## config.mk

```make
export PLATFORM = sky130hd
export DESIGN_NAME = mbus_layer
export DESIGN_NICKNAME = d
export VERILOG_FILES = /design/src/mbus_frame_pkg.sv /design/src/mbus_power_pkg.sv /design/src/mbus_ext_int.sv /design/src/mbus_layer.sv /design/src/mbus_node_ctrl.sv /design/src/mbus_sleep_ctrl.sv /design/src/mbus_tx_arbiter.sv
export SDC_FILE = /design/constraint.sdc
export NUM_CORES = 1
export LEC_CHECK = 0
export BUFFER_PORTS_ARGS = -buffer_cell sky130_fd_sc_hd__buf_4
export CORE_MARGIN = 5
export CORE_UTILIZATION = 59
export CTS_CLUSTER_DIAMETER = 150
export DETAILED_ROUTE_END_ITERATION = 16
export GPL_ROUTABILITY_DRIVEN = 1
export GPL_TIMING_DRIVEN = 0
export PLACE_DENSITY = 0.8
export SYNTH_ARGS = -nofsm -noshare
export SYNTH_HDL_FRONTEND = slang
export SYNTH_HIERARCHICAL = 1
export SYNTH_SLANG_ARGS = --single-unit
```

## constraint.sdc

```tcl
create_clock -name clk_ext -period 5.9 [get_ports clk_ext]
set_clock_uncertainty 0.2 [all_clocks]
set_input_delay 0.59 -clock clk_ext [delete_from_list [all_inputs] [get_ports clk_ext]]
set_output_delay 0.59 -clock clk_ext [all_outputs]
set_load 0.005 [all_outputs]
```

## src/mbus_frame_pkg.sv

```systemverilog
package mbus_frame_pkg;

	localparam int ADDR_WIDTH = 8;
	localparam int DATA_WIDTH = 32;
	localparam int FRAME_BITS = ADDR_WIDTH + DATA_WIDTH;	// addr + data, no framing bits
	localparam int WIRE_BITS = FRAME_BITS + 2;	// start bit + frame + stop bit

	localparam int SEQ_WIDTH = 12;	// interrupt counter
	localparam int RSVD_WIDTH = DATA_WIDTH - ADDR_WIDTH - SEQ_WIDTH;

	localparam logic [ADDR_WIDTH-1:0] BROADCAST_ADDR = 8'hff;	// accepted by every node

	// plain message
	typedef struct packed {
		logic [ADDR_WIDTH-1:0] addr;
		logic [DATA_WIDTH-1:0] data;
	} mbus_msg_t;

	// interrupt announcement, same 40 bits read differently
	typedef struct packed {
		logic [ADDR_WIDTH-1:0] addr;
		logic [RSVD_WIDTH-1:0] reserved;	// zero
		logic [ADDR_WIDTH-1:0] src;	// address of the interrupting node
		logic [SEQ_WIDTH-1:0] seq;
	} mbus_intr_t;

	typedef union packed {
		mbus_msg_t msg;
		mbus_intr_t intr;
	} mbus_frame_u;

endpackage

```

## src/mbus_power_pkg.sv

```systemverilog
package mbus_power_pkg;

	typedef enum logic [1:0] {
		AWAKE,
		GOING_DOWN,
		ASLEEP,
		GOING_UP
	} power_state_e;

	localparam int STEP_CYCLES = 2;	// spacing of layer-control edges
	localparam int LC_LINES = 4;	// iso, rst, clk, power_on
	localparam int STEP_CNT_WIDTH = $clog2(STEP_CYCLES + 1);

endpackage

```

## src/mbus_ext_int.sv

```systemverilog
module mbus_ext_int
	import mbus_frame_pkg::*;
#(
	parameter logic [ADDR_WIDTH-1:0] ADDRESS = 8'h5a
) (
	input logic clk_ext,
	input logic reset,
	input logic req_int,
	input logic int_done,
	input logic int_retry,
	output logic int_req,
	output mbus_frame_u int_frame
);

	logic req_q;
	logic req_rise;
	logic pending;
	logic [SEQ_WIDTH-1:0] seq;	// interrupts announced so far

	assign req_rise = req_int && !req_q;

	always_ff @(posedge clk_ext) begin
		if (reset) begin
			req_q <= 1'b0;
			pending <= 1'b0;
			seq <= '0;
		end else begin
			req_q <= req_int;
			if (req_rise) begin
				pending <= 1'b1;	// a new edge outranks a finishing send
			end else if (int_done) begin
				pending <= 1'b0;
			end
			if (int_done) begin
				seq <= seq + 1'b1;
			end
		end
	end

	assign int_req = pending;	// held across retries

	always_comb begin
		int_frame.intr.addr = BROADCAST_ADDR;
		int_frame.intr.reserved = '0;
		int_frame.intr.src = ADDRESS;
		int_frame.intr.seq = seq;
	end

	// the arbiter reports outcomes only for an interrupt we asked for
	outcome_a: assert property (@(posedge clk_ext) disable iff (reset)
		(int_done || int_retry) |-> pending);

endmodule

```

## src/mbus_layer.sv

```systemverilog
module mbus_layer
	import mbus_frame_pkg::*;
#(
	parameter logic [ADDR_WIDTH-1:0] ADDRESS = 8'h5a,
	parameter logic [15:0] THRESHOLD = 16'h05ff,
	parameter logic [3:0] IDLE_GAP = 4'd4
) (
	input logic clk_ext,
	input logic reset,
	input logic din,
	output logic dout,
	input logic [ADDR_WIDTH-1:0] tx_addr,
	input logic [DATA_WIDTH-1:0] tx_data,
	input logic tx_req,
	input logic tx_priority,
	output logic tx_ack,
	output logic tx_succ,
	output logic tx_fail,
	output logic [ADDR_WIDTH-1:0] rx_addr,
	output logic [DATA_WIDTH-1:0] rx_data,
	output logic rx_req,
	input logic rx_ack,
	output logic rx_broadcast,
	output logic rx_fail,
	output logic lc_power_on,
	output logic lc_release_clk,
	output logic lc_release_rst,
	output logic lc_release_iso,
	input logic req_int,
	input logic wakeup_proc
);

	logic node_awake;
	logic tx_go;
	logic tx_prio;
	mbus_frame_u tx_frame;
	logic tx_start;
	logic tx_end_ok;
	logic tx_end_collide;
	logic bus_busy;
	logic req_pending;
	logic int_req;
	mbus_frame_u int_frame;
	logic int_done;
	logic int_retry;

	assign node_awake = lc_release_iso;	// logic enabled once isolation lifts

	mbus_node_ctrl #(
		.ADDRESS(ADDRESS),
		.IDLE_GAP(IDLE_GAP)
	) node0 (
		.clk_ext(clk_ext),
		.reset(reset),
		.din(din),
		.dout(dout),	// always-on path
		.node_awake(node_awake),
		.tx_go(tx_go),
		.tx_prio(tx_prio),
		.tx_frame(tx_frame),
		.tx_start(tx_start),
		.tx_end_ok(tx_end_ok),
		.tx_end_collide(tx_end_collide),
		.rx_addr(rx_addr),
		.rx_data(rx_data),
		.rx_req(rx_req),
		.rx_ack(rx_ack),
		.rx_broadcast(rx_broadcast),
		.rx_fail(rx_fail),
		.bus_busy(bus_busy)
	);

	mbus_tx_arbiter arb0 (
		.clk_ext(clk_ext),
		.reset(reset),
		.tx_req(tx_req),
		.tx_addr(tx_addr),
		.tx_data(tx_data),
		.tx_priority(tx_priority),
		.int_req(int_req),
		.int_frame(int_frame),
		.tx_start(tx_start),
		.tx_end_ok(tx_end_ok),
		.tx_end_collide(tx_end_collide),
		.tx_go(tx_go),
		.tx_prio(tx_prio),
		.tx_frame(tx_frame),
		.tx_ack(tx_ack),
		.tx_succ(tx_succ),
		.tx_fail(tx_fail),
		.int_done(int_done),
		.int_retry(int_retry),
		.req_pending(req_pending)	// also a wake cause
	);

	mbus_ext_int #(
		.ADDRESS(ADDRESS)
	) int0 (
		.clk_ext(clk_ext),
		.reset(reset),
		.req_int(req_int),
		.int_done(int_done),
		.int_retry(int_retry),
		.int_req(int_req),
		.int_frame(int_frame)
	);

	mbus_sleep_ctrl #(
		.THRESHOLD(THRESHOLD)
	) sleep0 (
		.clk_ext(clk_ext),
		.reset(reset),
		.din(din),
		.wakeup_proc(wakeup_proc),
		.req_int(req_int),
		.bus_busy(bus_busy),
		.req_pending(req_pending),
		.lc_power_on(lc_power_on),
		.lc_release_clk(lc_release_clk),
		.lc_release_rst(lc_release_rst),
		.lc_release_iso(lc_release_iso)
	);

endmodule

```

## src/mbus_node_ctrl.sv

```systemverilog
module mbus_node_ctrl
	import mbus_frame_pkg::*;
#(
	parameter logic [ADDR_WIDTH-1:0] ADDRESS = 8'h5a,
	parameter logic [3:0] IDLE_GAP = 4'd4
) (
	input logic clk_ext,
	input logic reset,
	input logic din,
	output logic dout,
	input logic node_awake,
	input logic tx_go,
	input logic tx_prio,
	input mbus_frame_u tx_frame,
	output logic tx_start,
	output logic tx_end_ok,
	output logic tx_end_collide,
	output logic [ADDR_WIDTH-1:0] rx_addr,
	output logic [DATA_WIDTH-1:0] rx_data,
	output logic rx_req,
	input logic rx_ack,
	output logic rx_broadcast,
	output logic rx_fail,
	output logic bus_busy
);

	localparam int CNT_WIDTH = $clog2(WIRE_BITS);

	logic [3:0] idle_cnt;	// high din cycles so far, saturates
	logic [3:0] gap_req;
	logic idle_ok;

	logic tx_active;
	logic [CNT_WIDTH-1:0] tx_cnt;	// wire bit now on dout, 0 = start bit
	logic [FRAME_BITS-1:0] tx_shift;
	logic collide;

	logic rx_busy;	// inside a frame on din
	logic rx_keep;	// frame began while awake
	logic [CNT_WIDTH-1:0] rx_cnt;
	mbus_frame_u rx_shift;
	logic rx_stop;
	logic addr_hit;
	logic bcast_hit;
	logic rx_take;
	logic rx_hold;
	logic rx_release;

	always_ff @(posedge clk_ext) begin
		if (reset) begin
			idle_cnt <= '0;
		end else if (!din) begin
			idle_cnt <= '0;
		end else if (idle_cnt != 4'hf) begin
			idle_cnt <= idle_cnt + 4'd1;
		end
	end

	// the current high cycle counts toward the gap
	assign gap_req = tx_prio ? 4'd1 : IDLE_GAP;
	assign idle_ok = din && (idle_cnt >= gap_req - 4'd1);

	assign tx_start = tx_go && node_awake && !tx_active && !rx_busy && idle_ok;
	assign collide = tx_active && (tx_cnt != '0) && !din;	// start bit itself is not checked

	always_ff @(posedge clk_ext) begin
		if (reset) begin
			tx_active <= 1'b0;
			tx_cnt <= '0;
			tx_end_ok <= 1'b0;
			tx_end_collide <= 1'b0;
			dout <= 1'b1;
		end else begin
			tx_end_ok <= 1'b0;
			tx_end_collide <= 1'b0;
			if (tx_start) begin
				tx_active <= 1'b1;
				tx_cnt <= '0;
				dout <= 1'b0;	// start bit
			end else if (collide) begin
				tx_active <= 1'b0;
				tx_end_collide <= 1'b1;
				dout <= din;	// upstream owns the ring now
			end else if (tx_active && tx_cnt == CNT_WIDTH'(WIRE_BITS - 1)) begin
				tx_active <= 1'b0;
				tx_end_ok <= 1'b1;
				dout <= din;
			end else if (tx_active) begin
				tx_cnt <= tx_cnt + 1'b1;
				dout <= tx_shift[FRAME_BITS-1];
			end else begin
				dout <= din;	// plain forwarding
			end
		end
	end

	always_ff @(posedge clk_ext) begin
		if (tx_start) begin
			tx_shift <= tx_frame;
		end else if (tx_active) begin
			tx_shift <= {tx_shift[FRAME_BITS-2:0], 1'b1};	// fill supplies the stop bit
		end
	end

	assign rx_stop = rx_busy && (rx_cnt == CNT_WIDTH'(FRAME_BITS));
	assign addr_hit = rx_shift.msg.addr == ADDRESS;
	assign bcast_hit = rx_shift.msg.addr == BROADCAST_ADDR;
	assign rx_take = rx_stop && din && rx_keep && (addr_hit || bcast_hit);
	assign rx_hold = rx_req && !rx_ack;	// last frame not yet taken
	assign rx_release = rx_req && rx_ack;

	always_ff @(posedge clk_ext) begin
		if (reset) begin
			rx_busy <= 1'b0;
			rx_keep <= 1'b0;
			rx_cnt <= '0;
		end else if (!rx_busy) begin
			if (!din) begin
				rx_busy <= 1'b1;
				rx_keep <= node_awake;	// asleep: track framing, deliver nothing
				rx_cnt <= '0;
			end
		end else if (rx_stop) begin
			rx_busy <= 1'b0;
		end else begin
			rx_cnt <= rx_cnt + 1'b1;
		end
	end

	always_ff @(posedge clk_ext) begin
		if (rx_busy && !rx_stop) begin
			rx_shift <= {rx_shift[FRAME_BITS-2:0], din};	// msb first
		end
	end

	always_ff @(posedge clk_ext) begin
		if (reset) begin
			rx_req <= 1'b0;
			rx_broadcast <= 1'b0;
			rx_fail <= 1'b0;
		end else begin
			rx_fail <= 1'b0;
			if (rx_take && rx_hold) begin
				rx_fail <= 1'b1;	// dropped
			end else if (rx_take) begin
				rx_req <= 1'b1;
				rx_broadcast <= bcast_hit;
			end else if (rx_release) begin
				rx_req <= 1'b0;
				rx_broadcast <= 1'b0;
			end
		end
	end

	always_ff @(posedge clk_ext) begin
		if (rx_take && !rx_hold) begin
			rx_addr <= rx_shift.msg.addr;
			rx_data <= rx_shift.msg.data;
		end else if (rx_release) begin
			rx_addr <= '0;
			rx_data <= '0;
		end
	end

	assign bus_busy = rx_busy || tx_active;

	end_excl_a: assert property (@(posedge clk_ext) disable iff (reset)
		!(tx_end_ok && tx_end_collide));

	// the failing frame must find the earlier one still waiting
	fail_pend_a: assert property (@(posedge clk_ext) disable iff (reset)
		rx_fail |-> rx_req);

endmodule

```

## src/mbus_sleep_ctrl.sv

```systemverilog
module mbus_sleep_ctrl
	import mbus_power_pkg::*;
#(
	parameter logic [15:0] THRESHOLD = 16'h05ff
) (
	input logic clk_ext,
	input logic reset,
	input logic din,
	input logic wakeup_proc,
	input logic req_int,
	input logic bus_busy,
	input logic req_pending,
	output logic lc_power_on,
	output logic lc_release_clk,
	output logic lc_release_rst,
	output logic lc_release_iso
);

	power_state_e state;
	logic [15:0] idle_cnt;
	logic [STEP_CNT_WIDTH-1:0] step_cnt;
	logic [LC_LINES-1:0] lc;	// thermometer, bit 0 iso up to bit 3 power_on
	logic quiet;
	logic wake;
	logic step_due;

	assign quiet = din && !bus_busy && !req_pending && !wakeup_proc;
	assign wake = !din || wakeup_proc || req_int || req_pending;
	assign step_due = step_cnt == STEP_CNT_WIDTH'(STEP_CYCLES - 1);

	always_ff @(posedge clk_ext) begin
		if (reset) begin
			state <= AWAKE;
			lc <= '1;
			step_cnt <= '0;
			idle_cnt <= '0;
		end else begin
			case (state)
				AWAKE: begin
					step_cnt <= '0;
					if (!quiet) begin
						idle_cnt <= '0;
					end else if (idle_cnt == THRESHOLD - 16'd1) begin
						idle_cnt <= '0;
						lc <= lc << 1;	// isolation drops first
						state <= GOING_DOWN;
					end else begin
						idle_cnt <= idle_cnt + 16'd1;
					end
				end
				GOING_DOWN: begin
					if (wake) begin
						step_cnt <= '0;
						state <= GOING_UP;	// back up from where we are
					end else if (step_due) begin
						step_cnt <= '0;
						lc <= lc << 1;
						if (lc[LC_LINES-2:0] == '0) begin
							state <= ASLEEP;	// power_on was the last one
						end
					end else begin
						step_cnt <= step_cnt + 1'b1;
					end
				end
				ASLEEP: begin
					if (wake) begin
						lc <= {1'b1, lc[LC_LINES-1:1]};	// power first
						step_cnt <= '0;
						state <= GOING_UP;
					end
				end
				GOING_UP: begin
					if (step_due) begin
						step_cnt <= '0;
						lc <= {1'b1, lc[LC_LINES-1:1]};
						if (lc[LC_LINES-1:1] == '1) begin
							state <= AWAKE;
						end
					end else begin
						step_cnt <= step_cnt + 1'b1;
					end
				end
				default: begin
					state <= AWAKE;
				end
			endcase
		end
	end

	assign lc_release_iso = lc[0];
	assign lc_release_rst = lc[1];
	assign lc_release_clk = lc[2];
	assign lc_power_on = lc[3];

	iso_power_a: assert property (@(posedge clk_ext) disable iff (reset)
		lc_release_iso |-> lc_power_on);

endmodule

```

## src/mbus_tx_arbiter.sv

```systemverilog
module mbus_tx_arbiter
	import mbus_frame_pkg::*;
(
	input logic clk_ext,
	input logic reset,
	input logic tx_req,
	input logic [ADDR_WIDTH-1:0] tx_addr,
	input logic [DATA_WIDTH-1:0] tx_data,
	input logic tx_priority,
	input logic int_req,
	input mbus_frame_u int_frame,
	input logic tx_start,
	input logic tx_end_ok,
	input logic tx_end_collide,
	output logic tx_go,
	output logic tx_prio,
	output mbus_frame_u tx_frame,
	output logic tx_ack,
	output logic tx_succ,
	output logic tx_fail,
	output logic int_done,
	output logic int_retry,
	output logic req_pending
);

	logic locked;	// frame on the wire
	logic grant_q;	// owner of the frame on the wire, 1 = interrupt
	logic sel_int;
	logic tx_end;
	mbus_frame_u layer_frame;

	assign tx_end = tx_end_ok || tx_end_collide;

	// interrupt first unless the layer asks for priority
	assign sel_int = locked ? grant_q : (int_req && !(tx_req && tx_priority));

	always_comb begin
		layer_frame.msg.addr = tx_addr;
		layer_frame.msg.data = tx_data;
	end

	assign tx_frame = sel_int ? int_frame : layer_frame;
	assign tx_go = (tx_req || int_req) && !locked;
	assign tx_prio = !sel_int && tx_priority;
	assign req_pending = tx_req || int_req;

	assign tx_ack = tx_start && !sel_int;
	assign tx_succ = tx_end_ok && !grant_q;
	assign tx_fail = tx_end_collide && !grant_q;
	assign int_done = tx_end_ok && grant_q;
	assign int_retry = tx_end_collide && grant_q;

	always_ff @(posedge clk_ext) begin
		if (reset) begin
			locked <= 1'b0;
			grant_q <= 1'b0;
		end else if (tx_start) begin
			locked <= 1'b1;
			grant_q <= sel_int;
		end else if (tx_end) begin
			locked <= 1'b0;
		end
	end

	grant_hold_a: assert property (@(posedge clk_ext) disable iff (reset)
		locked && !tx_end |=> locked && $stable(grant_q));

endmodule

```

# ---- Word level (Yosys, flattened, before mapping)
# Index checks and enable logic that the tools add are counted.
dict set report op_classes {
  mux 54
  bitwise 5
  n_lt_le_gt_ge 1
  add_sub_neg 7
  n_reduce_logical 68
  eq_ne 22
}
# operator n
set op_table {}
lappend op_table {{$mux 40} 3}
lappend op_table {{$mux 32} 2}
lappend op_table {{$mux 16} 2}
lappend op_table {{$logic_and 1x1->1} 29}
lappend op_table {{$mux 4} 6}
lappend op_table {{$mux 2} 11}
lappend op_table {{$mux 1} 21}
lappend op_table {{$mux 6} 3}
lappend op_table {{$add 16x1->16 const B} 1}
lappend op_table {{$eq 16x11->1 const B} 1}
lappend op_table {{$mux 8} 2}
lappend op_table {{$pmux 2 s4} 2}
lappend op_table {{$pmux 4 s4} 1}
lappend op_table {{$logic_not 1->1} 14}
lappend op_table {{$ne 2x1->1 const B} 7}
lappend op_table {{$add 12x1->12 const B} 1}
lappend op_table {{$add 6x1->6 const B} 2}
lappend op_table {{$eq 6x6->1 const B} 2}
lappend op_table {{$reduce_bool 2->1} 5}
lappend op_table {{$eq 8x7->1 const B} 1}
lappend op_table {{$eq 8x8->1 const B} 1}
lappend op_table {{$logic_or 1x1->1} 7}
lappend op_table {{$reduce_and 7->1} 1}
lappend op_table {{$ne 3x1->1 const B} 2}
lappend op_table {{other kinds (20)} 30}
dict set report word_totals {
  register_bits 185
  inputBits 48
}

# ---- Depth between registers and ports, before layout
# Gate-level depths: netlist (run 1).
dict set report depth {
  word_depth 12
  mapped_depth 12
  depth_no_buf 10
}

# ---- Modules after synthesis
# Netlist (run 1), hierarchy kept.
# mod seq_area_each_um2 area_per_inst_um2 n_inst cells_each
set modules_own_cells {}
lappend modules_own_cells {mbus_node_ctrl 4103.9 5650.4 1 356}
lappend modules_own_cells {mbus_sleep_ctrl 480.5 1420.1 1 177}
lappend modules_own_cells {mbus_ext_int 280.3 830.8 1 95}
lappend modules_own_cells {mbus_tx_arbiter 40.0 790.8 1 61}

# ---- Least setup slack after synthesis (run 1)
# Ideal clock, no wire load.
dict set report synth_timing {
  path_type {input to register}
  from {input tx_priority}
  to {register node0.tx_shift[0] (enable)}
  slack_ns 0.523
  arrival_ns 4.685
  cell_stages 9
  setup_time_ns 0.493
  cell_sequence {a21boi_1 > mux2i_4 > buf_6 > and2_1 > inv_1 > ha_1 > nand2b_1 > a2111oi_2 > o21ai_0}
}
dict set report synth_between {
  elab_chain_len 12
}
# element line
set synth_rtl {}
lappend synth_rtl {{from (decl)} mbus_layer.sv:15} ;# input logic tx_priority,
lappend synth_rtl {{$logic_and 1x1->1} mbus_tx_arbiter.sv:35} ;# assign sel_int = locked ? grant_q : (int_req && !(tx_req && tx_priority));
lappend synth_rtl {{$logic_not 1->1} mbus_tx_arbiter.sv:35}
lappend synth_rtl {{$logic_and 1x1->1} mbus_tx_arbiter.sv:35}
lappend synth_rtl {{$mux 1} mbus_tx_arbiter.sv:35}
lappend synth_rtl {{$logic_not 1->1} mbus_tx_arbiter.sv:44} ;# assign tx_prio = !sel_int && tx_priority;
lappend synth_rtl {{$logic_and 1x1->1 (*)} mbus_tx_arbiter.sv:44}
lappend synth_rtl {{via tx_prio} mbus_layer.sv:35} ;# logic tx_prio;
lappend synth_rtl {{$mux 3 (*)} mbus_node_ctrl.sv:60} ;# assign gap_req = tx_prio ? 4'd1 : IDLE_GAP;
lappend synth_rtl {{$sub 4x1->4 (*)} mbus_node_ctrl.sv:61} ;# assign idle_ok = din && (idle_cnt >= gap_req - 4'd1);
lappend synth_rtl {{$ge 4x4->1 (*)} mbus_node_ctrl.sv:61}
lappend synth_rtl {{$logic_and 1x1->1 (*)} mbus_node_ctrl.sv:61}
lappend synth_rtl {{$logic_and 1x1->1 (*)} mbus_node_ctrl.sv:63} ;# assign tx_start = tx_go && node_awake && !tx_active && !rx_busy && idle_ok;
lappend synth_rtl {{$reduce_bool 2->1 (no source line) (*)} n/a}
lappend synth_rtl {{to (signal assigned)} mbus_node_ctrl.sv:99} ;# tx_shift <= tx_frame;
lappend synth_rtl {{to (signal assigned)} mbus_node_ctrl.sv:101} ;# tx_shift <= {tx_shift[FRAME_BITS-2:0], 1'b1};
lappend synth_rtl {{to (decl)} mbus_node_ctrl.sv:35} ;# logic [FRAME_BITS-1:0] tx_shift;
# The timed path passes the listed nets; every way through them passes the cells marked *.
# A chain may end at the register's enable or synchronous reset.

# ---- Final worst setup path (run 1)
dict set report layout_timing {
  from {register arb0.locked}
  to {output tx_ack}
}
dict set report layout_between {
  elab_chain_len 9
  word_cells_on_any_way 14
  classes_between {add/sub: 1; order compare: 1; mux: 2; reduce/logical: 10}
}
# element line
set layout_rtl {}
lappend layout_rtl {{from (decl)} mbus_tx_arbiter.sv:26} ;# logic locked;
lappend layout_rtl {{from (signal assigned)} mbus_tx_arbiter.sv:55} ;# locked <= 1'b0;
lappend layout_rtl {{from (signal assigned)} mbus_tx_arbiter.sv:58} ;# locked <= 1'b1;
lappend layout_rtl {{from (signal assigned)} mbus_tx_arbiter.sv:61} ;# locked <= 1'b0;
lappend layout_rtl {{$mux 1} mbus_tx_arbiter.sv:35}
lappend layout_rtl {{$logic_not 1->1} mbus_tx_arbiter.sv:44}
lappend layout_rtl {{$logic_and 1x1->1} mbus_tx_arbiter.sv:44}
lappend layout_rtl {{via tx_prio} mbus_layer.sv:35}
lappend layout_rtl {{$mux 3} mbus_node_ctrl.sv:60}
lappend layout_rtl {{$sub 4x1->4} mbus_node_ctrl.sv:61}
lappend layout_rtl {{$ge 4x4->1} mbus_node_ctrl.sv:61}
lappend layout_rtl {{$logic_and 1x1->1} mbus_node_ctrl.sv:61}
lappend layout_rtl {{$logic_and 1x1->1} mbus_node_ctrl.sv:63}
lappend layout_rtl {{via tx_start} mbus_layer.sv:37} ;# logic tx_start;
lappend layout_rtl {{$logic_and 1x1->1} mbus_tx_arbiter.sv:47} ;# assign tx_ack = tx_start && !sel_int;
lappend layout_rtl {{to (decl)} mbus_layer.sv:16} ;# output logic tx_ack,
# The timed path passes the listed nets, and every way through them passes these cells.

==> flow_summary.toml, run 1 <==
[timing]
hold_viol_final = 0
rsz0062_at_grt = "no"
tightest_slew_ns = 1.001
timing.fmax_mhz = 209.7
tns_ns = 0
report.final.slew_viol_count = 0
setup_viol = 0
slew_headroom_pct = 32.75
finalCriticalPeriod_ns = 4.768
period_share_pct = 80.82

[placement]
placedInstanceArea_mm2 = 0.009846
dp_hpwl_um = 12120
placed_cells = 999
port_buffers = 98
globalplace.congestion = 0.8747

[logic_synthesis]
synth_warnings = 6
synthesis.area_mm2 = 0.008686
synthCells = 688
synth.avg_cell_area_um2 = 12.62

[die]
dieArea_mm2 = 0.01725
core_mm2 = 0.01448
start_util_pct = 59.99
pin_count = 99
fp.dieH_um = 131.3
fp.dieW_um = 131.3
std_cell_rows = 44

[clock_tree]
cts.repair.resized = 0
numCtsBuffers = 17
postCtsSetupBuffers = 0
ctsHtreeMaxLevel = 4
clkLatencyLatePin_ns = 0.43
clkTransAtPathRegs_ns = 0.07
cts_tree = "built"
root_buffer = "clkbuf_16"
clkSinkCount = 185
clockBufferDepth = 2
ctsHoldBuffers = 0

[global_routing]
first_global_vias = 5837
grt_pass1_wl_um = 28470
grt_max_degree = 43
antenna_found_initial = 0
grt_usage_pct = 19.89
grt_overflow = 0

[drt]
drc_errors = 0
post_drt_wl_per_cell_um = 16.48
num_vias = 5736
first_pass_iters = 5
wirelength_um = 16990
viasPerCell = 5.564
ant_nets = 0
drt_iter0_markers = 413

[finish]
nFillCells = 960
final_cell_area_mm2 = 0.01042
syn2layout_area_growth_pct = 20.01
multi_input_comb_area_mm2 = 0.003451
seq_area_mm2 = 0.004905
antennaDiodeCount = 0
fin_nets = 897
final_common_cell = "buf_4"
finalNonFillerCells = 1031
drive_above_1_share_pct = 34.59
fin_util_pct = 71.99
layout_common_cells = "buf_4, edfxtp_1, dfxtp_1, nor2_1, mux2_2"

[setup_path]
crit_arrival_ns = 3.98
critPathRequiredTime_ns = 5.11
endpoint_kind = "output port"
regToRegSetupSlack_ns = 1.90
path_class = "reg2out"
cp-start-kind = "flip-flop"
path_max_fanout = 13

[pwr]
power_per_cell_area_mw_per_mm2 = 266.8
p_leak_nw = 3.933
ir_worst_vdd_uv = 203.6
finalPower_mw = 2.781

[run_status]
run_status = "complete, no violations"

[hold_path]
hold_path_class = "in2reg"

[job]
max-cap-violations = 0
## critical path, stage by stage (launching register included)
cell	delay, ns
dfxtp_1	0.43
mux2i_4	0.47
buf_6	0.23
and2_1	0.17
inv_1	0.05
ha_1	0.28
nand2b_1	0.15
a2111oi_2	0.82
nor2_1	0.31
buf_2	0.31
and2_1	0.18
buf_4	0.13
## per-stage QoR
stage,setup slack (ns),hold WS (ns)
2_1_floorplan,0.5225,0.2173
3_3_place_gp,-0.8631,0.2257
3_5_place_dp,1.346,0.2235
4_1_cts,1.098,0.1653
5_1_grt,0.9069,0.1689
6_report,1.132,0.1792
## where the power goes
part | switching [mW] | leakage (nW) | internal, mW | total, mW
combinational | 0.101 | 2.10 | 0.123 | 0.224
sequential | 0.0200 | 1.55 | 1.43 | 1.45
clock | 0.544 | 0.283 | 0.567 | 1.11
## sequential cells by signal, indices dropped and copies added (netlist names), 2 cells and up
signal           count
int0/seq            12
node0/idle_cnt       4
node0/rx_addr        8
node0/rx_cnt         6
node0/rx_data       32
node0/rx_shift      40
node0/tx_cnt         6
node0/tx_shift      40
sleep0/idle_cnt     16
sleep0/lc            4
sleep0/state         2
sleep0/step_cnt      2
## final cells by class
class / instances / area share [%]
repair buffers: 101 / 7.730
clock buffers: 17 / 4.081
well taps: 184 / 2.209
clock inverters: 15 / 1.464
multi-input cells: 455 / 33.11
flip-flops and latches: 185 / 47.05
plain buffers: 50 / 3.493
inverters: 24 / 0.8642
## path summary, 6_finish.rpt
path,startpoint,to,depth (start not counted)
worst min-delay path,din,node0/rx_shift[0]$_DFFE_PP_,1
worst min register to register,node0/rx_shift[14]$_DFFE_PP_,node0/rx_shift[15]$_DFFE_PP_,0
worst max-delay path,arb0/locked$_SDFFE_PP0P_,tx_ack,11
worst max register to register,arb0/locked$_SDFFE_PP0P_,node0/tx_shift[34]$_DFFE_PP_,10
## per-layer routing
metal / GRT usage, % / part of all wire (%) / vias to the layer above
li1: - / - / 2770
met1: 25.04 / 42 / 2768
met2: 33.97 / 51 / 171
met3: 4.014 / 4.8 / 27
met4: 7.543 / 1.7 / 0
met5: 0 / 0 / -
Power figures use the tool's default switching activity.
==> inputs of run 2 (changes only) <==
==> constraint.sdc (replaced) <==
create_clock -name clk_ext -period 5 [get_ports clk_ext]
set_clock_uncertainty 0.2 [all_clocks]
set_input_delay 0.5 -clock clk_ext [delete_from_list [all_inputs] [get_ports clk_ext]]
set_output_delay 0.5 -clock clk_ext [all_outputs]
set_load 0.005 [all_outputs]
==> run 2 against run 1 <==
  * Total power increased by 20%
  * Register-to-register slack worse by 0.82 ns
  * Via count is essentially flat
  * Clock power is 23% higher
  * Die area is the same
  * Routed wire length rose by 1.9%
  * Cell count did not move
  * Hold slack worse by 0.087 ns
==> flow_summary.toml, run 2 (synthesized netlist as in run 1, its figures left out) <==
[run_status]
run_status = "complete, no violations"

[finish]
top_regs = "node0/rx_shift (40), node0/tx_shift (40), node0/rx_data (32)"
antennaDiodeCount = 0
fin_nets = 897
fin_util_pct = 72.23
nFillCells = 928
seq_area_mm2 = 0.004905
layout_common_cells = "buf_4, edfxtp_1, dfxtp_1, nor2_1, mux2_2"
syn2layout_area_growth_pct = 20.41
drive_above_1_share_pct = 34.59
final_common_cell = "buf_4"
multi_input_comb_area_mm2 = 0.003451
final_cell_area_mm2 = 0.01046
finalNonFillerCells = 1031

[clock_tree]
clkSinkCount = 185
root_buffer = "clkbuf_16"
postCtsSetupBuffers = 0
cts_tree = "built"
ctsHtreeMaxLevel = 4
clkLatencyLatePin_ns = 0.44
numCtsBuffers = 17
cts.repair.resized = 0
clockBufferDepth = 2
clkTransAtPathRegs_ns = 0.07
ctsHoldBuffers = 0

[job]
max-cap-violations = 0

[timing]
timing.fmax_mhz = 217.4
rsz0062_at_grt = "no"
setup_viol = 0
finalCriticalPeriod_ns = 4.600
period_share_pct = 92.00
tightest_slew_ns = 0.9692
report.final.slew_viol_count = 0
tns_ns = 0
layout_setup_ws_ns = 0.4000
slew_headroom_pct = 34.89
hold_viol_final = 0

[die]
fp.dieH_um = 131.3
start_util_pct = 59.99
dieArea_mm2 = 0.01725
fp.dieW_um = 131.3
pin_count = 99
core_mm2 = 0.01448
std_cell_rows = 44

[drt]
first_pass_iters = 5
drt_iter0_markers = 403
post_drt_wl_per_cell_um = 16.79
ant_nets = 0
num_vias = 5739
drc_errors = 0
wirelength_um = 17310
viasPerCell = 5.566

[hold_path]
hold_path_class = "in2reg"

[setup_path]
crit_arrival_ns = 3.90
critPathBufInv = 4
cpMaxStageDelayCell = "a2111oi_2"
crit_path_frequent_cell = "and2_1"
cp_top_family = "simple AND/OR/NAND/NOR gates"
cp-start-kind = "flip-flop"
slowest_delay_ns = 0.76
path_class = "reg2out"
cp_cell_sequence = "mux2i_4 -> buf_6 -> and2_1 -> inv_1 -> ha_1 -> nand2b_1 -> a2111oi_2 -> nor2_1 -> buf_2 -> and2_1 -> buf_4"
endpoint_kind = "output port"
path_max_fanout = 13
critPathRequiredTime_ns = 4.30

[placement]
globalplace.congestion = 0.8682
dp_hpwl_um = 11860
port_buffers = 98
placed_cells = 999
placedInstanceArea_mm2 = 0.009858
dpl_worst_slack_ns = 0.6669

[global_routing]
first_global_vias = 5803
antenna_found_initial = 0
grt_max_degree = 43
grt_usage_pct = 19.96
grt_overflow = 0
grt_pass1_wl_um = 28460

[pwr]
ir_worst_vdd_uv = 272.2
p_leak_nw = 3.945
power_per_cell_area_mw_per_mm2 = 318.2
==> run 2: worst reg2reg max path: stages (launching register included) <==
cell and delay [ns]:
dfxtp_1 0.42, mux2i_4 0.48, buf_6 0.24, and2_1 0.17, inv_1 0.05, ha_1 0.27
nand2b_1 0.16, a2111oi_2 0.76, nor2_1 0.30, buf_2 0.30, mux2_2 0.31
==> run 2: metal layers <==
layer	track usage [%]	wire (um)	up-vias
li1	-	-	2765
met1	24.65	7209	2787
met2	35.05	8972	158
met3	4.167	867	29
met4	6.514	262	0
met5	0	0	-
==> run 2: worst paths after layout <==
check	start	end	slack [ns]	cells after the start
hold / removal	din	node0/rx_shift[0]$_DFFE_PP_	0.09	1
hold reg to reg	node0/rx_shift[15]$_DFFE_PP_	node0/rx_shift[16]$_DFFE_PP_	0.24	0
setup / recovery	arb0/locked$_SDFFE_PP0P_	tx_ack	0.40	11
setup reg to reg	arb0/locked$_SDFFE_PP0P_	node0/tx_shift[30]$_DFFE_PP_	1.08	10
==> run 2: layout make-up <==
| type | instances | share of cell area [%] |
|---|---|---|
| multi-input combinational | 455 | 32.99 |
| timing repair buffer | 101 | 7.824 |
| clock inverter | 15 | 1.675 |
| buffer | 50 | 3.481 |
| inverter | 24 | 0.8613 |
| tap | 184 | 2.201 |
| sequential | 185 | 46.90 |
| clock buffer | 17 | 4.067 |
==> run 2: through the flow <==
step	power, mW	hold WS, ns
6_report	3.329	0.09207
5_1_grt	3.446	0.08642
4_1_cts	3.345	0.08424
3_5_place_dp	2.002	0.2275
3_3_place_gp	1.986	0.2255
2_1_floorplan	1.917	0.2173
==> run 2: power by group <==
group | switching, mW | total [mW] | internal [mW]
Sequential | 0.0246 | 1.71 | 1.68
Combinational | 0.118 | 0.263 | 0.145
Clock | 0.638 | 1.36 | 0.719
==> inputs of run 3 (changes only) <==
--- a/config.mk
+++ b/config.mk
@@ -9,6 +9,7 @@
 export CORE_MARGIN = 5
 export CORE_UTILIZATION = 59
 export CTS_CLUSTER_DIAMETER = 150
+export CTS_CLUSTER_SIZE = 12
 export DETAILED_ROUTE_END_ITERATION = 16
 export GPL_ROUTABILITY_DRIVEN = 1
 export GPL_TIMING_DRIVEN = 0
==> constraint.sdc (replaced) <==
create_clock -name clk_ext -period 5 [get_ports clk_ext]
set_clock_uncertainty 0.2 [all_clocks]
set_input_delay 0.75 -clock clk_ext [delete_from_list [all_inputs] [get_ports clk_ext]]
set_output_delay 0.75 -clock clk_ext [all_outputs]
set_load 0.005 [all_outputs]
==> run 3 against run 2 <==
  * Clock power shrank 6%
  * Design area shrank 0.66%
  * Critical endpoint unchanged
  * Sequential power is essentially flat
  * Critical path type unchanged
==> flow_summary.toml, run 3 (synthesized netlist as in run 1, its figures left out) <==
[timing]
hold_viol_final = 0
slew_headroom_pct = 34.58
timing.fmax_mhz = 208.6
tns_ns = 0
finalCriticalPeriod_ns = 4.794
report.final.slew_viol_count = 0
tightest_slew_ns = 0.9738
setup_viol = 0
rsz0062_at_grt = "no"
period_share_pct = 95.89

[setup_path]
regToRegSetupSlack_ns = 1.12
slowest_delay_ns = 0.78
rr_endpoint = "node0/tx_shift[31]$_DFFE_PP_"
cp_cell_sequence = "mux2i_4 -> buf_6 -> and2_1 -> inv_1 -> ha_1 -> nand2b_1 -> a2111oi_2 -> nor2_1 -> buf_2 -> and2_1 -> buf_4"
cp-start-kind = "flip-flop"
path_max_fanout = 13
critPathRequiredTime_ns = 4.05
critPathBufInv = 4
path_class = "reg2out"
cp_top_family = "compound AO/OA/AOI/OAI gates"
r2r.worst_path.cells = 10
cpMaxStageDelayCell = "a2111oi_2"
crit_path_frequent_cell = "and2_1"
endpoint_kind = "output port"
r2r_start = "arb0/locked$_SDFFE_PP0P_"
crit_arrival_ns = 3.84

[finish]
final_common_cell = "buf_4"
syn2layout_area_growth_pct = 19.62
antennaDiodeCount = 0
drive_above_1_share_pct = 34.59
top_regs = "node0/rx_shift (40), node0/tx_shift (40), node0/rx_data (32)"
final_cell_area_mm2 = 0.01039
finalNonFillerCells = 1031
layout_common_cells = "buf_4, edfxtp_1, dfxtp_1, nor2_1, mux2_2"
fin_nets = 897

[drt]
drt_iter0_markers = 393
first_pass_iters = 5
ant_nets = 0
drc_errors = 0
post_drt_wl_per_cell_um = 16.59
num_vias = 5739
wirelength_um = 17100
viasPerCell = 5.566

[clock_tree]
ctsHoldBuffers = 0
cts.repair.resized = 0
clkLatencyLatePin_ns = 0.42
numCtsBuffers = 17
ctsHtreeMaxLevel = 4
clockBufferDepth = 2
clkSinkCount = 185
postCtsSetupBuffers = 0
cts_tree = "built"
root_buffer = "clkbuf_16"
clkTransAtPathRegs_ns = 0.07

[placement]
dp_hpwl_um = 12100
placed_cells = 999
port_buffers = 98
placedInstanceArea_mm2 = 0.009833
globalplace.congestion = 0.8697

[die]
std_cell_rows = 44
fp.dieW_um = 131.3
pin_count = 99
dieArea_mm2 = 0.01725
start_util_pct = 59.99
core_mm2 = 0.01448
fp.dieH_um = 131.3

[global_routing]
grt_pass1_wl_um = 28500
grt_max_degree = 43
first_global_vias = 5928
grt_usage_pct = 19.83
grt_overflow = 0
antenna_found_initial = 0

[pwr]
ir_worst_vdd_uv = 235.4
power_per_cell_area_mw_per_mm2 = 312.5
finalPower_mw = 3.247
p_leak_nw = 3.924

[job]
max-cap-violations = 0

[hold_path]
hold_end = "node0/rx_shift[30]$_DFFE_PP_"
hold_path_class = "reg2reg"
min_from = "node0/rx_shift[29]$_DFFE_PP_"
min_delay_path_depth = 0

[run_status]
run_status = "complete, no violations"
run 3: changes by cell type in the layout (fill, tap and decap cells not counted), sizes merged:
cell,previous run,this run
clkinv,2,5
bufinv,1,0
inv,34,33
clkinvlp,2,1
run 3: per-layer routing:
metal  vias to the layer above  GRT usage [%]  part of all wire (%)
met2                       159          35.61                    53
met3                        18          3.784                   4.6
met4                         0          6.171                   1.4
li1                       2762              -                     -
met1                      2800          24.18                    41
met5                         -              0                     0
run 3: worst max path at each step:
stage	start	end	slack, ns	cells past startpoint
2_1_floorplan	tx_priority	node0/tx_shift[0]$_SDFFCE_PN1P_	0.55	9
3_3_place_gp	tx_priority	node0/tx_shift[28]$_DFFE_PP_	-0.41	10
3_5_place_dp	tx_priority	tx_ack	0.22	13
4_1_cts	arb0/locked$_SDFFE_PP0P_	tx_ack	0.16	11
5_1_grt	arb0/locked$_SDFFE_PP0P_	tx_ack	0.01	11
6_report	arb0/locked$_SDFFE_PP0P_	tx_ack	0.21	11
run 3: power by group:
part | switching, mW | total [mW] | internal [mW]
registers | 0.0241 | 1.71 | 1.68
clock network | 0.617 | 1.28 | 0.658
logic | 0.120 | 0.265 | 0.145
total | 0.761 | 3.25 | 2.49
run 3: cell type report:
type,instances,area (um^2)
sequential,185,4905
multi-input combinational,455,3451
clock inverter,15,131.4
fill,960,4089
tap,184,230.2
clock buffer,17,425.4
buffer,50,364.1
timing repair buffer,101,793.3
inverter,24,90.09
run 3: stage by stage:
step / utilization [%] / hold slack, ns / setup slack, ns
after detailed placement: 67.91 / 0.2263 / 0.2217
after CTS: 71.76 / 0.2434 / 0.1606
after global placement: 67.37 / 0.2247 / -0.4133
after global routing: 71.76 / 0.2578 / 0.01240
after floorplan: - / 0.2173 / 0.5464
final: 71.76 / 0.2417 / 0.2056
run 3: worst register-to-register path, cell delays in order (launching register included):
cell	delay, ns
dfxtp_1	0.42
mux2i_4	0.49
buf_6	0.23
and2_1	0.17
inv_1	0.05
ha_1	0.28
nand2b_1	0.15
a2111oi_2	0.78
nor2_1	0.25
buf_2	0.29
mux2_2	0.32
